--- src/logic/tx_lane_config.svh ---
`ifndef TX_LANE_CONFIG_SVH
`define TX_LANE_CONFIG_SVH

// Number of serial lanes
`define TX_LANES 4

// Parallel input per lane
`define TX_IN_W 40

// Serial word, one bit per clock
`define TX_WORD_W 10

// Words packed in one lane input
`define TX_WORDS 4

// Clocks from reset or PLL reset release until lock
`define TX_LOCK_CYCLES 32

`endif

--- src/logic/tx_lane_pkg.sv ---
`default_nettype none

`include "tx_lane_config.svh"

package tx_lane_pkg;

   // One serial word
   typedef logic [`TX_WORD_W-1:0] lane_word_t;

   // One lane input, word n at bits 10n+9 down to 10n
   typedef logic [`TX_IN_W-1:0] lane_in_t;

   typedef logic [$clog2(`TX_WORDS)-1:0] word_sel_t;

   // Bit position within a frame, 0 to 9
   typedef logic [3:0] bit_phase_t;

   // All lane inputs, lane k in the k-th slice
   typedef logic [`TX_LANES*`TX_IN_W-1:0] lane_bus_t;

endpackage

`default_nettype wire

--- src/logic/tx_ctrl_if.sv ---
`timescale 1ns/1ps
`default_nettype none

interface tx_ctrl_if
   import tx_lane_pkg::*;
();

   // Link lock level
   logic      locked;

   // Word select, updated once per frame
   word_sel_t sel;

   // Single-cycle strobes, capture at phase 8 and load at phase 9
   logic      capture;
   logic      load;

   modport ctrl (
      output locked,
      output sel,
      output capture,
      output load
   );

   modport lane (
      input locked,
      input sel,
      input capture
   );

   modport ser (
      input load
   );

endinterface

`default_nettype wire

--- src/logic/lane_word_select.sv ---
`timescale 1ns/1ps
`default_nettype none

`include "tx_lane_config.svh"

module lane_word_select
   import tx_lane_pkg::*;
(
   input  logic       i_clk,
   input  logic       i_rst_n,
   input  lane_in_t   i_lane_in,
   tx_ctrl_if.lane    ctrl,
   output lane_word_t o_word
);

   // Word view of the lane input
   lane_word_t [`TX_WORDS-1:0] words;

   assign words = i_lane_in;

   // Zero words go out while the link is unlocked
   always_ff @(posedge i_clk or negedge i_rst_n) begin
      if (!i_rst_n) begin
         o_word <= '0;
      end else if (ctrl.capture) begin
         if (ctrl.locked) begin
            o_word <= words[ctrl.sel];
         end else begin
            o_word <= '0;
         end
      end
   end

endmodule

`default_nettype wire

--- src/logic/lvds_tx_lanes.sv ---
`timescale 1ns/1ps
`default_nettype none

`include "tx_lane_config.svh"

module lvds_tx_lanes
   import tx_lane_pkg::*;
(
   input  logic                 i_clk,
   input  logic                 i_rst_n,
   input  logic                 i_pll_areset,
   input  word_sel_t            i_sel,
   input  lane_bus_t            i_par_data,
   output logic [`TX_LANES-1:0] o_tx_out,
   output logic                 o_tx_locked,
   output logic                 o_tx_outclock,
   output logic                 o_tx_frame
);

   tx_ctrl_if ctrl_if ();

   lane_word_t lane_words [`TX_LANES];

   tx_frame_ctrl u_frame_ctrl (
      .i_clk        (i_clk),
      .i_rst_n      (i_rst_n),
      .i_pll_areset (i_pll_areset),
      .i_sel        (i_sel),
      .o_tx_locked  (o_tx_locked),
      .ctrl         (ctrl_if.ctrl)
   );

   // One word register per lane
   for (genvar k = 0; k < `TX_LANES; k++) begin : g_lane
      lane_word_select u_word_select (
         .i_clk     (i_clk),
         .i_rst_n   (i_rst_n),
         .i_lane_in (i_par_data[k*`TX_IN_W +: `TX_IN_W]),
         .ctrl      (ctrl_if.lane),
         .o_word    (lane_words[k])
      );
   end

   tx_serializer u_serializer (
      .i_clk         (i_clk),
      .i_rst_n       (i_rst_n),
      .i_words       (lane_words),
      .ctrl          (ctrl_if.ser),
      .o_tx_out      (o_tx_out),
      .o_tx_frame    (o_tx_frame),
      .o_tx_outclock (o_tx_outclock)
   );

endmodule

`default_nettype wire

--- src/logic/tx_frame_ctrl.sv ---
`timescale 1ns/1ps
`default_nettype none

`include "tx_lane_config.svh"

module tx_frame_ctrl
   import tx_lane_pkg::*;
(
   input  logic      i_clk,
   input  logic      i_rst_n,
   input  logic      i_pll_areset,
   input  word_sel_t i_sel,
   output logic      o_tx_locked,
   tx_ctrl_if.ctrl   ctrl
);

   localparam int LOCK_W = $clog2(`TX_LOCK_CYCLES + 1);
   localparam bit_phase_t LAST_PHASE = bit_phase_t'(`TX_WORD_W - 1);

   // Strobes are registered, so decode one phase early
   localparam bit_phase_t PRE_CAPTURE = bit_phase_t'(`TX_WORD_W - 3);
   localparam bit_phase_t PRE_LOAD = bit_phase_t'(`TX_WORD_W - 2);

   logic [LOCK_W-1:0] lock_cnt;
   logic              locked_q;
   bit_phase_t        phase;
   logic              capture_q;
   logic              load_q;
   word_sel_t         sel_q;

   // PLL lock model
   always_ff @(posedge i_clk or negedge i_rst_n) begin
      if (!i_rst_n) begin
         lock_cnt <= '0;
         locked_q <= 1'b0;
      end else if (i_pll_areset) begin
         lock_cnt <= '0;
         locked_q <= 1'b0;
      end else if (!locked_q) begin
         lock_cnt <= lock_cnt + 1'b1;
         if (lock_cnt == LOCK_W'(`TX_LOCK_CYCLES - 1)) begin
            locked_q <= 1'b1;
         end
      end
   end

   // Bit phase, free running 0 to 9
   always_ff @(posedge i_clk or negedge i_rst_n) begin
      if (!i_rst_n) begin
         phase <= '0;
      end else if (phase == LAST_PHASE) begin
         phase <= '0;
      end else begin
         phase <= phase + 1'b1;
      end
   end

   always_ff @(posedge i_clk or negedge i_rst_n) begin
      if (!i_rst_n) begin
         capture_q <= 1'b0;
         load_q    <= 1'b0;
      end else begin
         capture_q <= (phase == PRE_CAPTURE);
         load_q    <= (phase == PRE_LOAD);
      end
   end

   // Select is held stable through the capture cycle
   always_ff @(posedge i_clk or negedge i_rst_n) begin
      if (!i_rst_n) begin
         sel_q <= '0;
      end else if (phase == PRE_CAPTURE) begin
         sel_q <= i_sel;
      end
   end

   assign ctrl.locked  = locked_q;
   assign ctrl.sel     = sel_q;
   assign ctrl.capture = capture_q;
   assign ctrl.load    = load_q;

   assign o_tx_locked = locked_q;

endmodule

`default_nettype wire

--- src/logic/tx_serializer.sv ---
`timescale 1ns/1ps
`default_nettype none

`include "tx_lane_config.svh"

module tx_serializer
   import tx_lane_pkg::*;
(
   input  logic                 i_clk,
   input  logic                 i_rst_n,
   input  lane_word_t           i_words [`TX_LANES],
   tx_ctrl_if.ser               ctrl,
   output logic [`TX_LANES-1:0] o_tx_out,
   output logic                 o_tx_frame,
   output logic                 o_tx_outclock
);

   localparam bit_phase_t LAST_POS = bit_phase_t'(`TX_WORD_W - 1);
   localparam bit_phase_t CLK_HIGH_BITS = bit_phase_t'(`TX_WORD_W / 2);

   bit_phase_t pos;
   lane_word_t shreg [`TX_LANES];

   // Frame position, parked at the last bit until the first load
   always_ff @(posedge i_clk or negedge i_rst_n) begin
      if (!i_rst_n) begin
         pos <= LAST_POS;
      end else if (ctrl.load) begin
         pos <= '0;
      end else if (pos != LAST_POS) begin
         pos <= pos + 1'b1;
      end
   end

   for (genvar k = 0; k < `TX_LANES; k++) begin : g_lane
      // MSB first
      always_ff @(posedge i_clk or negedge i_rst_n) begin
         if (!i_rst_n) begin
            shreg[k] <= '0;
         end else if (ctrl.load) begin
            shreg[k] <= i_words[k];
         end else if (pos != LAST_POS) begin
            shreg[k] <= {shreg[k][`TX_WORD_W-2:0], 1'b0};
         end
      end

      assign o_tx_out[k] = shreg[k][`TX_WORD_W-1];
   end

   assign o_tx_frame = (pos == '0);

   // High for the first half of the frame
   assign o_tx_outclock = (pos < CLK_HIGH_BITS);

endmodule

`default_nettype wire

--- config.mk ---
export PLATFORM = sky130hd
export DESIGN_NAME = lvds_tx_lanes
export DESIGN_NICKNAME = d
export VERILOG_FILES = /design/src/logic/tx_lane_pkg.sv /design/src/logic/tx_ctrl_if.sv /design/src/logic/lane_word_select.sv /design/src/logic/lvds_tx_lanes.sv /design/src/logic/tx_frame_ctrl.sv /design/src/logic/tx_serializer.sv
export VERILOG_INCLUDE_DIRS = /design/src /design/src/logic
export SDC_FILE = /design/constraint.sdc
export NUM_CORES = 1
export LEC_CHECK = 0
export BUFFER_PORTS_ARGS = -buffer_cell sky130_fd_sc_hd__buf_2
export CAP_MARGIN = 20
export CORE_UTILIZATION = 46
export DETAILED_ROUTE_END_ITERATION = 16
export PLACE_DENSITY = 0.82
export SETUP_SLACK_MARGIN = 0.02
export SLEW_MARGIN = 0
export SYNTH_ARGS = -nofsm -noshare
export SYNTH_HDL_FRONTEND = slang
export SYNTH_SLANG_ARGS = --single-unit
--- constraint.sdc ---
create_clock -name i_clk -period 1.4 [get_ports i_clk]
set_input_delay 0.28 -clock i_clk [delete_from_list [all_inputs] [get_ports i_clk]]
set_output_delay 0.28 -clock i_clk [all_outputs]
set_load 0.01 [all_outputs]
==> metrics.md <==
| Metric | Value |
|---|---|
| Final setup fails | 85 |
| GRT Total Usage | 24.98% |
| Rel. slew slack | 71.90% |
| Seq/Total Area, Yosys | 46.55% |
| Drt wl/cell | 19.01 microns |
| Antenna violations before repair | 0 |
| Mapped Area | 5328 sq um |
| Yosys cell types | 31 |
| Critical path arrival | 1.93 ns |
| Pre-antenna DRT Iters | 5 |
| R2R depth | 7 |
| Peak supply drop | 0.6720 mV |
| Pwr Total | 6.200 mW |
| R2R Path Start | u_serializer.pos[0] |
| Starting density of the core | 48.09% |
| Outcome | finished with violations |
| Final core occ | 66.37% |
| Vias | 4530 |
| PnR worst setup slack | -0.2980 ns |
| RSZ-0062 raised after global routing | yes |
| Longest Clk Path Bufs | 2 |
| Vias in the first global route | 4497 |
| Diodes inserted | 0 |
| Worst Hold Class | in2reg |
| Worst-Skew Late Latency | 0.35 ns |
| Final hold vios | 0 |
| Startpoint Class | register |
| Worst-Margin Slew | 0.4216 ns |
| Worst path required time | 1.63 ns |
| Peak Freq | 588.9 MHz |
| Nets | 833 |
| Detailed placer's ending HPWL | 9594 microns |
| Pwr/cell area | 843.4 nW/um^2 |
| Fin. max-slew vios | 0 |
| Max-cap viol count | 0 |
| Crit end category | register |
| Final ANT Viol Nets | 0 |
| R2R Path End | u_serializer.shreg[32] |
| DRC violations left | 0 |
| Initial DRC Count | 218 |
| Worst Hold End | u_frame_ctrl.lock_cnt[5] |
| Min Tclk post-route | 1.698 ns |
| Full die area | 12020 sq um |
| Violated checks | setup timing |
| Vias/cell | 5.600 |
| Most frequent cells in the layout | buf_2 (170), dfrtp_1 (92), o21ai_1 (68) |
| Clock Sinks | 99 |
| Top cell type's share of synthesized area | 45.56% |
| Syn. warnings | 0 |
| Port bufs | 171 |
| Worst Skew | 0.009676 ns |
| Period utilization | 121.3% |
| Hold depth | 2 |
| Largest cells by area after synthesis | dfrtp_1 (46%), mux4_2 (17%), mux2i_1 (7.0%) |
| H-tree levels | 3 |
| Clock tree from TritonCTS | done |
| Fill cells | 803 |
| Hold path start | i_pll_areset |
| Mapped Cells | 479 |
| Die W | 109.6 microns |
| FF+latch count, synth | 99 |
| Pin count of the biggest net entering global routing | 85 |
| Die Height | 109.6 microns |
| M3 GR Usage | 4.801% |
| Total Wirelength | 15380 microns |
| Commonest non-fill, non-tap cell in the layout | buf_2 |
| Mapped Nets | 648 |
| First-pass GRT wire length | 22090 microns |
| Clock Tree Root | clkbuf_16 |
| Worst-path clk slew | 0.08 ns |
| Area Overhead vs Synth | 38.00% |
| R2R Setup Slk | -0.30 ns |
| Critical setup path kind | reg2reg |
| Average size of a mapped cell | 11.12 sq um |
| Cell taking the most area after synthesis | dfrtp_1 |
| Global Route met2 Usage | 44.07% |
| # IOs | 172 |
| Cts bufs inserted | 9 |
| Busiest grt layer | met2 |
| Cell Rows | 38 |
| Remaining Overflow, GRT | 0 |
| Core ar. | 11080 sq um |
| Share of layout cells above drive strength 1 | 50.52% |
| GRT met1 Usage | 30.48% |
| Crit-path max FO | 7 |
| Leakage | 3.268 nW |
| GPL Wtd Cong | 0.7466 |
how the worst max path moves through the flow:
stage                                                   end                      from  cells after the start
final                                u_serializer.shreg[32]       u_serializer.pos[0]                      7
after global routing                 u_serializer.shreg[32]       u_serializer.pos[0]                      7
after CTS                                     o_tx_outclock       u_serializer.pos[0]                      5
after detailed placement           u_serializer.o_tx_out[1]       u_serializer.pos[0]                      5
after global placement    g_lane[1].u_word_select.o_word[9]  u_frame_ctrl.ctrl.sel[0]                      4
after floorplan                      u_serializer.shreg[25]       u_serializer.pos[0]                      6
report_power, final:
part           switching [mW]  internal, mW
combinational           0.278         0.441
sequential             0.0132          2.87
clock                    1.18          1.42
total                    1.47          4.73
cells in the mapped netlist (all sizes together):
master / instances
ha: 4
inv: 47
xnor2: 4
nand3b: 1
xor2: 4
nor3: 2
clkbuf: 14
a21oi: 4
o21ai: 82
or3: 2
nor2: 8
buf: 28
mux2i: 37
nand2: 49
mux4: 40
dfrtp: 97
nand4b: 2
mux2: 3
and3b: 1
a22o: 1
dfstp: 2
nor3b: 1
nor2b: 3
a21o: 1
nand3: 42
per-layer routing:
metal,routed length (microns),vias to the layer above
met1,5926,2254
met5,0,-
li1,-,2052
met4,316,0
met2,8279,195
met3,855,29
critical path, stage by stage (launching register included):
cell and delay [ns]:
dfstp_2 0.55, buf_4 0.13, ha_4 0.13, nand3b_1 0.11
buf_4 0.18, clkbuf_16 0.17, mux2i_2 0.21, o21ai_1 0.09
metrics by stage:
step | setup WS, ns | instance area, sq um | TNS, ns | hold slack [ns] | std cells
after floorplan | -0.06980 | 5348 | -0.2083 | -0.01559 | 479
after global placement | -0.04584 | 6382 | -0.8804 | 0.1370 | 769
after detailed placement | -0.1037 | 6382 | -2.618 | 0.1350 | 769
after CTS | -0.2058 | 7064 | -8.597 | 0.1622 | 800
after global routing | -0.3622 | 7352 | -18.51 | 0.1748 | 809
final | -0.2980 | 7352 | -15.07 | 0.1541 | 809
final cells by class:
type	instances	area, sq um	area share [%]
Sequential cell	99	2486	33.82
Clock buffer	9	225.2	3.063
Timing Repair Buffer	216	1524	20.73
Inverter	47	178.9	2.434
Multi-Input combinational cell	291	2679	36.44
Clock inverter	7	83.83	1.140
Tap cell	140	175.2	2.383
cell families after synthesis:
logic type	count (synthesis)	share of synthesized area, %
AND/OR/NAND/NOR	111	9.512
flip-flops	99	46.55
buffers and inverters	89	8.807
AO/OA/AOI/OAI	88	8.384
multiplexers	80	24.50
XOR/XNOR	8	1.315
adder cells (fa/ha/maj)	4	0.9394
repair_timing:
| action | CTS | global route |
|---|---|---|
| gates resized for setup | 64 | 34 |
| hold buffers | 1 | 0 |
| endpoints found under the setup margin | 84 | 86 |
| hold endpoints to repair | 9 | 0 |
| setup buffers | 10 | 7 |
| gates cloned | 4 | 3 |
| pin swaps | 15 | 3 |
state kept, by name (all words and copies together), names as in the netlist:
signal,cells
u_serializer.o_tx_out,4
u_frame_ctrl.ctrl.sel,2
u_frame_ctrl.phase,4
u_serializer.shreg,36
u_frame_ctrl.lock_cnt,6
u_frame_ctrl.ctrl.locked,1
u_frame_ctrl.ctrl.load,1
g_lane.u_word_select.o_word,40
u_frame_ctrl.ctrl.capture,1
u_serializer.pos,4
(Power assumes the default switching activity.)
